$ cat config.mk
export PLATFORM = sky130hd
export DESIGN_NAME = mbus_rx_node
export DESIGN_NICKNAME = d
export VERILOG_FILES = /design/src/mbus_pkg.sv /design/src/mbus_line_if.sv /design/src/mbus_line_sampler.sv /design/src/mbus_interjection_detector.sv /design/src/mbus_rx_frame.sv /design/src/mbus_rx_node.sv
export VERILOG_INCLUDE_DIRS = /design/src
export SDC_FILE = /design/constraint.sdc
export NUM_CORES = 1
export LEC_CHECK = 0
export ABC_AREA = 1
export BUFFER_PORTS_ARGS = -buffer_cell sky130_fd_sc_hd__buf_2
export CAP_MARGIN = 25
export CORE_MARGIN = 5
export CORE_UTILIZATION = 30
export CTS_BUF_LIST = sky130_fd_sc_hd__clkbuf_8 sky130_fd_sc_hd__clkbuf_16
export DETAILED_ROUTE_END_ITERATION = 16
export GPL_TIMING_DRIVEN = 0
export MAX_ROUTING_LAYER = met4
export PLACE_DENSITY = 0.54
export SLEW_MARGIN = 30
export SYNTH_ARGS = -nofsm -noshare
export SYNTH_HDL_FRONTEND = slang
export SYNTH_SLANG_ARGS = --single-unit
$ cat constraint.sdc
create_clock -name negp_int -period 2.3 [get_ports negp_int]
set_input_delay 0.23 -clock negp_int [delete_from_list [all_inputs] [get_ports negp_int]]
set_output_delay 0.23 -clock negp_int [all_outputs]
set_load 0.02 [all_outputs]
$ cat src/mbus_macros.svh
// MBus receive node widths and counts
// Byte size, synchronizer depth and interjection edge count shared by
// the sampler, the interjection detector and the frame decoder

`ifndef MBUS_MACROS_SVH
`define MBUS_MACROS_SVH

//////////////////////////////
// Frame format
//////////////////////////////

// Bits per address or data byte
`define MBUS_BYTE_W 8

// Bit position counter inside one byte
`define MBUS_BIT_CNT_W 3

//////////////////////////////
// Line sampling and interjection
//////////////////////////////

// Flops in each pin synchronizer
`define MBUS_SYNC_STAGES 2

// Alternating data edges while bus_clk is high
`define MBUS_INT_EDGES 6

// Wide enough to hold 0 to MBUS_INT_EDGES
`define MBUS_EDGE_CNT_W 3

`endif

$ cat src/mbus_pkg.sv
// MBus receive node types
// Vector typedefs for bytes and counters, plus the frame decoder states

`default_nettype none

`include "mbus_macros.svh"

package mbus_pkg;

    //////////////////////////////
    // Data and counters
    //////////////////////////////

    // One address or data byte, MSB first on the wire
    typedef logic [`MBUS_BYTE_W-1:0] bus_byte_t;

    // Bit position in the byte being shifted in
    typedef logic [`MBUS_BIT_CNT_W-1:0] bit_cnt_t;

    // Qualifying interjection edges seen so far
    typedef logic [`MBUS_EDGE_CNT_W-1:0] edge_cnt_t;

    //////////////////////////////
    // Frame FSM
    //////////////////////////////

    typedef enum logic [2:0] {
        IDLE,
        ADDR,
        DATA,
        SKIP,
        WAIT_IDLE
    } rx_state_t;

endpackage

`default_nettype wire

$ cat src/mbus_line_if.sv
// MBus sampled line group
// Synchronized bus_clk and bus_data levels with one-cycle edge strobes.
// Driven by the line sampler, read by the detector and the frame decoder

`timescale 1ns/1ps
`default_nettype none

interface mbus_line_if;

    // Synchronized levels, idle high
    logic clk_lvl;
    logic data_lvl;

    // Single-cycle strobes, aligned with the first new level
    logic clk_rise;
    logic data_rise;
    logic data_fall;

    modport source (
        output clk_lvl,
        output data_lvl,
        output clk_rise,
        output data_rise,
        output data_fall
    );

    modport sink (
        input clk_lvl,
        input data_lvl,
        input clk_rise,
        input data_rise,
        input data_fall
    );

endinterface

`default_nettype wire

$ cat src/mbus_line_sampler.sv
// MBus line sampler
// Brings bus_clk and bus_data into the negp_int domain and derives the
// clock rise and data rise and fall strobes used by the rest of the node

`timescale 1ns/1ps
`default_nettype none

`include "mbus_macros.svh"

module mbus_line_sampler (
    input  logic        negp_int,
    input  logic        RESETn,
    input  logic        bus_clk,
    input  logic        bus_data,
    mbus_line_if.source line
);

    logic [`MBUS_SYNC_STAGES-1:0] clk_sync;
    logic [`MBUS_SYNC_STAGES-1:0] data_sync;
    logic                         clk_s;
    logic                         data_s;

    // Last synchronizer stage
    assign clk_s  = clk_sync[`MBUS_SYNC_STAGES-1];
    assign data_s = data_sync[`MBUS_SYNC_STAGES-1];

    //////////////////////////////
    // Synchronizers
    //////////////////////////////

    // Preset high so an idle bus shows no edge out of reset
    always_ff @(posedge negp_int or negedge RESETn) begin
        if (!RESETn) begin
            clk_sync  <= '1;
            data_sync <= '1;
        end else begin
            clk_sync  <= {clk_sync[`MBUS_SYNC_STAGES-2:0], bus_clk};
            data_sync <= {data_sync[`MBUS_SYNC_STAGES-2:0], bus_data};
        end
    end

    //////////////////////////////
    // Levels and strobes
    //////////////////////////////

    // Level register doubles as the previous sample for edge compare
    always_ff @(posedge negp_int or negedge RESETn) begin
        if (!RESETn) begin
            line.clk_lvl   <= 1'b1;
            line.data_lvl  <= 1'b1;
            line.clk_rise  <= 1'b0;
            line.data_rise <= 1'b0;
            line.data_fall <= 1'b0;
        end else begin
            line.clk_lvl   <= clk_s;
            line.data_lvl  <= data_s;
            line.clk_rise  <= clk_s & ~line.clk_lvl;
            line.data_rise <= data_s & ~line.data_lvl;
            line.data_fall <= ~data_s & line.data_lvl;
        end
    end

endmodule

`default_nettype wire

$ cat src/mbus_interjection_detector.sv
// MBus interjection detector
// Counts alternating data rise and fall edges while bus_clk is high.
// Three rise/fall pairs give a one-cycle interject pulse and set a sticky
// int_flag that stays up until int_flag_clr

`timescale 1ns/1ps
`default_nettype none

`include "mbus_macros.svh"

module mbus_interjection_detector import mbus_pkg::*; (
    input  logic      negp_int,
    input  logic      RESETn,
    mbus_line_if.sink line,
    input  logic      int_flag_clr,
    output logic      interject,
    output logic      int_flag
);

    edge_cnt_t edge_cnt;
    logic      edge_ok;
    logic      last_edge;

    // Rise expected at even counts, fall at odd counts
    assign edge_ok = line.clk_lvl &&
                     (edge_cnt < edge_cnt_t'(`MBUS_INT_EDGES)) &&
                     (edge_cnt[0] ? line.data_fall : line.data_rise);

    // Final edge of the sequence
    assign last_edge = edge_ok && (edge_cnt == edge_cnt_t'(`MBUS_INT_EDGES - 1));

    //////////////////////////////
    // Edge counter
    //////////////////////////////

    // Count restarts whenever the sampled clock is low
    always_ff @(posedge negp_int or negedge RESETn) begin
        if (!RESETn) begin
            edge_cnt <= '0;
        end else if (!line.clk_lvl) begin
            edge_cnt <= '0;
        end else if (edge_ok) begin
            edge_cnt <= edge_cnt + edge_cnt_t'(1);
        end
    end

    //////////////////////////////
    // Pulse and sticky flag
    //////////////////////////////

    always_ff @(posedge negp_int or negedge RESETn) begin
        if (!RESETn) begin
            interject <= 1'b0;
            int_flag  <= 1'b0;
        end else begin
            interject <= last_edge;
            // New interjection wins over a clear in the same cycle
            if (last_edge) begin
                int_flag <= 1'b1;
            end else if (int_flag_clr) begin
                int_flag <= 1'b0;
            end
        end
    end

    // Pulse lands while the clock is still high on the sampled line
    a_int_clk_high: assert property (@(posedge negp_int) disable iff (!RESETn)
        interject |-> line.clk_lvl);

    // Counter saturates at the interjection count
    a_cnt_range: assert property (@(posedge negp_int) disable iff (!RESETn)
        edge_cnt <= edge_cnt_t'(`MBUS_INT_EDGES));

endmodule

`default_nettype wire

$ cat src/mbus_rx_frame.sv
// MBus receive frame decoder
// Detects the start condition, shifts bits MSB first on each clock rise,
// matches the address byte against node_addr and emits data bytes.
// An interjection ends the frame with rx_end and the rx_ok status

`timescale 1ns/1ps
`default_nettype none

`include "mbus_macros.svh"

module mbus_rx_frame import mbus_pkg::*; (
    input  logic      negp_int,
    input  logic      RESETn,
    mbus_line_if.sink line,
    input  logic      interject,
    input  bus_byte_t node_addr,
    output bus_byte_t rx_data,
    output logic      rx_valid,
    output logic      rx_end,
    output logic      rx_ok
);

    rx_state_t state;
    bus_byte_t shreg;
    bus_byte_t shift_nxt;
    bit_cnt_t  bit_cnt;
    logic      got_byte;
    logic      active;
    logic      byte_done;

    // Byte as it looks after the current bit
    assign shift_nxt = {shreg[`MBUS_BYTE_W-2:0], line.data_lvl};

    assign active    = (state == ADDR) || (state == DATA) || (state == SKIP);

    // Eighth bit of a byte arriving
    assign byte_done = line.clk_rise && (bit_cnt == bit_cnt_t'(`MBUS_BYTE_W - 1));

    //////////////////////////////
    // Frame FSM
    //////////////////////////////

    always_ff @(posedge negp_int or negedge RESETn) begin
        if (!RESETn) begin
            state    <= IDLE;
            bit_cnt  <= '0;
            got_byte <= 1'b0;
            rx_valid <= 1'b0;
            rx_end   <= 1'b0;
            rx_ok    <= 1'b0;
        end else begin
            // Single-cycle outputs
            rx_valid <= 1'b0;
            rx_end   <= 1'b0;
            case (state)
                IDLE: begin
                    // Start condition is data falling under a high clock
                    if (line.clk_lvl && line.data_fall) begin
                        state    <= ADDR;
                        bit_cnt  <= '0;
                        got_byte <= 1'b0;
                        rx_ok    <= 1'b0;
                    end
                end
                ADDR, DATA, SKIP: begin
                    if (interject) begin
                        // Good frame needs a match, a byte and no leftover bits
                        rx_end <= 1'b1;
                        rx_ok  <= (state == DATA) && got_byte && (bit_cnt == '0);
                        state  <= WAIT_IDLE;
                    end else if (line.clk_rise) begin
                        // Wraps to zero at the byte boundary
                        bit_cnt <= bit_cnt + bit_cnt_t'(1);
                        if (byte_done) begin
                            if (state == ADDR) begin
                                state <= (shift_nxt == node_addr) ? DATA : SKIP;
                            end else if (state == DATA) begin
                                rx_valid <= 1'b1;
                                got_byte <= 1'b1;
                            end
                        end
                    end
                end
                WAIT_IDLE: begin
                    // Clock must drop before another start is taken
                    if (!line.clk_lvl) begin
                        state <= IDLE;
                    end
                end
                default: begin
                    state <= IDLE;
                end
            endcase
        end
    end

    //////////////////////////////
    // Shift and byte registers
    //////////////////////////////

    always_ff @(posedge negp_int) begin
        if (active && line.clk_rise) begin
            shreg <= shift_nxt;
        end
        // Same qualifier as rx_valid above
        if ((state == DATA) && byte_done && !interject) begin
            rx_data <= shift_nxt;
        end
    end

    // Bytes only come out of a frame addressed to this node
    a_valid_in_data: assert property (@(posedge negp_int) disable iff (!RESETn)
        rx_valid |-> $past(state == DATA));

    // Byte and end reports stay apart
    a_valid_end_excl: assert property (@(posedge negp_int) disable iff (!RESETn)
        !(rx_valid && rx_end));

endmodule

`default_nettype wire

$ cat src/mbus_rx_node.sv
// MBus receive-only member node
// Line sampler, interjection detector and frame decoder joined by the
// sampled line group. Bytes and end status leave as plain ports

`timescale 1ns/1ps
`default_nettype none

module mbus_rx_node (
    input  logic       negp_int,
    input  logic       RESETn,
    input  logic       bus_clk,
    input  logic       bus_data,
    input  logic [7:0] node_addr,
    input  logic       int_flag_clr,
    output logic [7:0] rx_data,
    output logic       rx_valid,
    output logic       rx_end,
    output logic       rx_ok,
    output logic       int_flag
);

    // Detector to decoder end-of-frame pulse
    logic interject;

    // Sampled bus levels and strobes
    mbus_line_if line_i ();

    mbus_line_sampler sampler_i (
        .negp_int (negp_int),
        .RESETn   (RESETn),
        .bus_clk  (bus_clk),
        .bus_data (bus_data),
        .line     (line_i.source)
    );

    mbus_interjection_detector detector_i (
        .negp_int     (negp_int),
        .RESETn       (RESETn),
        .line         (line_i.sink),
        .int_flag_clr (int_flag_clr),
        .interject    (interject),
        .int_flag     (int_flag)
    );

    mbus_rx_frame frame_i (
        .negp_int  (negp_int),
        .RESETn    (RESETn),
        .line      (line_i.sink),
        .interject (interject),
        .node_addr (node_addr),
        .rx_data   (rx_data),
        .rx_valid  (rx_valid),
        .rx_end    (rx_end),
        .rx_ok     (rx_ok)
    );

endmodule

`default_nettype wire

==> impl_metrics.tcl <==
set metrics [dict create \
    cpPeakStageDelay_ns 0.37 \
    synth_cell_type_count 23 \
    hold_path.class "in -> reg" \
    root_buffer "clkbuf_8" \
    ant_nets 0 \
    fin_total_pwr_mw 1.71 \
    synthFlopType "dfrtp_1" \
    wl_um 2710 \
    synth_top_area_share_pct 27.1 \
    grt_pass1_wl_um 4640 \
    setup_tns_ns 0 \
    ir_worst_vdd_mv 0.355 \
    vias_per_cell 3.99 \
    synth.most_common_cell "nand2_1" \
    final.period_utilization_pct 67.0 \
    timing.final.max_slew_violations 0 \
    synth-seq-cells 39 \
    grt_overflow 0 \
    setup_viol 0 \
    fin_crit_ns 1.54 \
    fin_util_pct 36.4 \
    avgSynthCellArea_um2 10.2 \
    grt_max_degree 25 \
    port_buffers 24 \
    rsz0062_at_grt "no" \
    critPathKind "reg -> reg" \
    cp.required_ns 2.26 \
    first_iter_violations 25 \
    synthCells 163 \
    start_util_pct 30.6 \
    hold_viol 0 \
    worstPathMaxFanout 8 \
    p_per_area_nw_per_um2 863 \
    p_leak_nw 0.995 \
    synth_area_leaders "dfrtp_1 27%, edfxtp_1 27%, dfstp_2 9.5%" \
    synth_area_um2 1660 \
    nNetsFinal 213 \
    start_kind "flop" \
    placementRows 27 \
    clock_latency_ns 0.29 \
    ys_async_sr_fraction_pct 61.5 \
    clk_pin_slew_ns 0.08 \
    syn_to_final_growth_pct 18.9 \
    track_usage_pct 8.49 \
    ys_seq_area_share_pct 63.6 \
    drcViolationCount 0 \
    max_slew_margin_pct 58.4 \
    maxCapViolCount 0 \
    cp_cell_sequence "ha_1, ha_1, nand2_1, nor2_1, nand2_1, inv_1" \
    hpwl_um 2050 \
    yosysTopAreaCell "dfrtp_1" \
    io_pins 25 \
    first_global_vias 1040 \
    cts_buffers 5 \
    fmax_mhz 649 \
    nFillCells 533 \
    cts_sinks 39 \
    crit_path_top_delay_cell "dfrtp_1" \
    drt-wirelength-per-cell_um 10.1 \
    globalplace.congestion 0.764 \
    layout-drive-gt1-share_pct 23.5 \
    diodes 0 \
    skew_ns 0.0104 \
    synth_edf_count 15 \
    die_w_um 84.5 \
    vias 1070 \
    yosys-top-cells-count "35 x nand2_1, 33 x inv_1, 18 x dfrtp_1, 15 x edfxtp_1, 15 x nor2_1" \
    die_area_um2 7140 \
    clockBufferDepth 2 \
    crit_path_end_kind "flop" \
    core_um2 5440 \
    die_y_um 84.5 \
    status "complete, no violations" \
    htreeDepth 2 \
    tightest_slew_ns 0.622 \
    synth_fp_nets 181 \
    drt-pass1-iter-count 4 \
    cts_tree "done" \
    arrival_ns 1.50 \
    ys_warn_count 0 \
    antenna_found_initial 0 \
]
-- path summary, 6_finish.rpt --
kind | start | to | slack [ns] | depth (start not counted)
setup / recovery | frame_i.bit_cnt[1]$_DFFE_PN0P_ | frame_i.rx_data[1]$_DFFE_PP_ | 0.76 | 6
hold / removal | bus_data | sampler_i.data_sync[0]$_DFF_PN1_ | 0.04 | 1
setup reg to reg | frame_i.bit_cnt[1]$_DFFE_PN0P_ | frame_i.rx_data[1]$_DFFE_PP_ | 0.76 | 6
hold reg to reg | sampler_i.data_sync[0]$_DFF_PN1_ | sampler_i.data_sync[1]$_DFF_PN1_ | 0.35 | 0
max in group asynchronous | RESETn | sampler_i.clk_sync[1]$_DFF_PN1_ | 1.48 | 2
min in group asynchronous | RESETn | detector_i.int_flag$_DFFE_PN0P_ | 0.44 | 2
-- through the flow --
step	instance area, um^2	instances	setup WS, ns	hold WS (ns)
6_report	1980	268	0.759	0.0440
5_1_grt	1980	268	0.640	0.0266
4_1_cts	1980	268	0.719	0.0324
3_5_place_dp	1870	259	0.749	0.258
3_3_place_gp	1870	259	0.778	0.244
2_1_floorplan	1660	163	0.971	-0.0656
-- placed cells by master (no fill, tap or decap), drive strengths merged, types with 2 or more instances in the layout --
| master | n |
|---|---|
| nand2 | 40 |
| nand3 | 12 |
| o21ai | 8 |
| clkbuf | 6 |
| a21oi | 2 |
| dfstp | 6 |
| ha | 5 |
| a21boi | 2 |
| nor2 | 16 |
| inv | 34 |
| buf | 24 |
| dfrtp | 18 |
| edfxtp | 15 |
-- repair_timing --
action	in CTS	in global routing
setup buffers	0	0
gates resized for setup	0	0
hold buffers	1	0
endpoints found under the hold margin	18	0
-- metal layers --
layer | wire (um) | GRT usage (%)
met1 | 1210 | 9.40
met2 | 1300 | 13.1
met3 | 141 | 3.43
met4 | 57 | 4.46
met5 | 0 | -
-- state kept, by name, summed over array words and instances, names as in the netlist --
register and count:
detector_i.edge_cnt 3, detector_i.int_flag 1, detector_i.interject 1, frame_i.bit_cnt 3, frame_i.got_byte 1, frame_i.rx_data 8, frame_i.rx_end 1, frame_i.rx_ok 1
frame_i.rx_valid 1, frame_i.shreg 7, frame_i.state 3, sampler_i.clk_sync 2, sampler_i.data_sync 2, sampler_i.line.clk_lvl 1, sampler_i.line.clk_rise 1, sampler_i.line.data_fall 1
sampler_i.line.data_lvl 1, sampler_i.line.data_rise 1
-- logic make-up after synthesis --
group	count (synthesis)	share of synthesized area (%)
AND/OR/NAND/NOR	70	19.4
XOR/XNOR	2	1.05
flip-flops	39	63.6
adder cells (fa/ha/maj)	5	3.76
buffers and inverters	34	7.67
AO/OA/AOI/OAI	13	4.51
-- worst max-delay path, delay by kind of cell (launching register included) --
family	cells	cell delay (ns)
AND/OR/NAND/NOR	3	0.25
buffers and inverters	1	0.28
adder cells (fa/ha/maj)	2	0.32
flip-flops	1	0.37
-- power by group --
group / switching (mW) / total, mW / internal [mW]
Combinational: 0.237 / 0.371 / 0.134
Sequential: 0.0588 / 0.873 / 0.815
Clock: 0.224 / 0.463 / 0.239
Total: 0.520 / 1.71 / 1.19
-- layout make-up --
class / instances / area (um^2) / share of cell area, %
Timing Repair Buffer: 25 / 130 / 6.58
Clock inverter: 2 / 11.3 / 0.569
Tap cell: 72 / 90.1 / 4.55
Multi-Input combinational cell: 90 / 478 / 24.2
Inverter: 34 / 128 / 6.45
Sequential cell: 39 / 1060 / 53.5
Clock buffer: 6 / 82.6 / 4.17
Note: power is estimated with default switching activity, not from simulation.
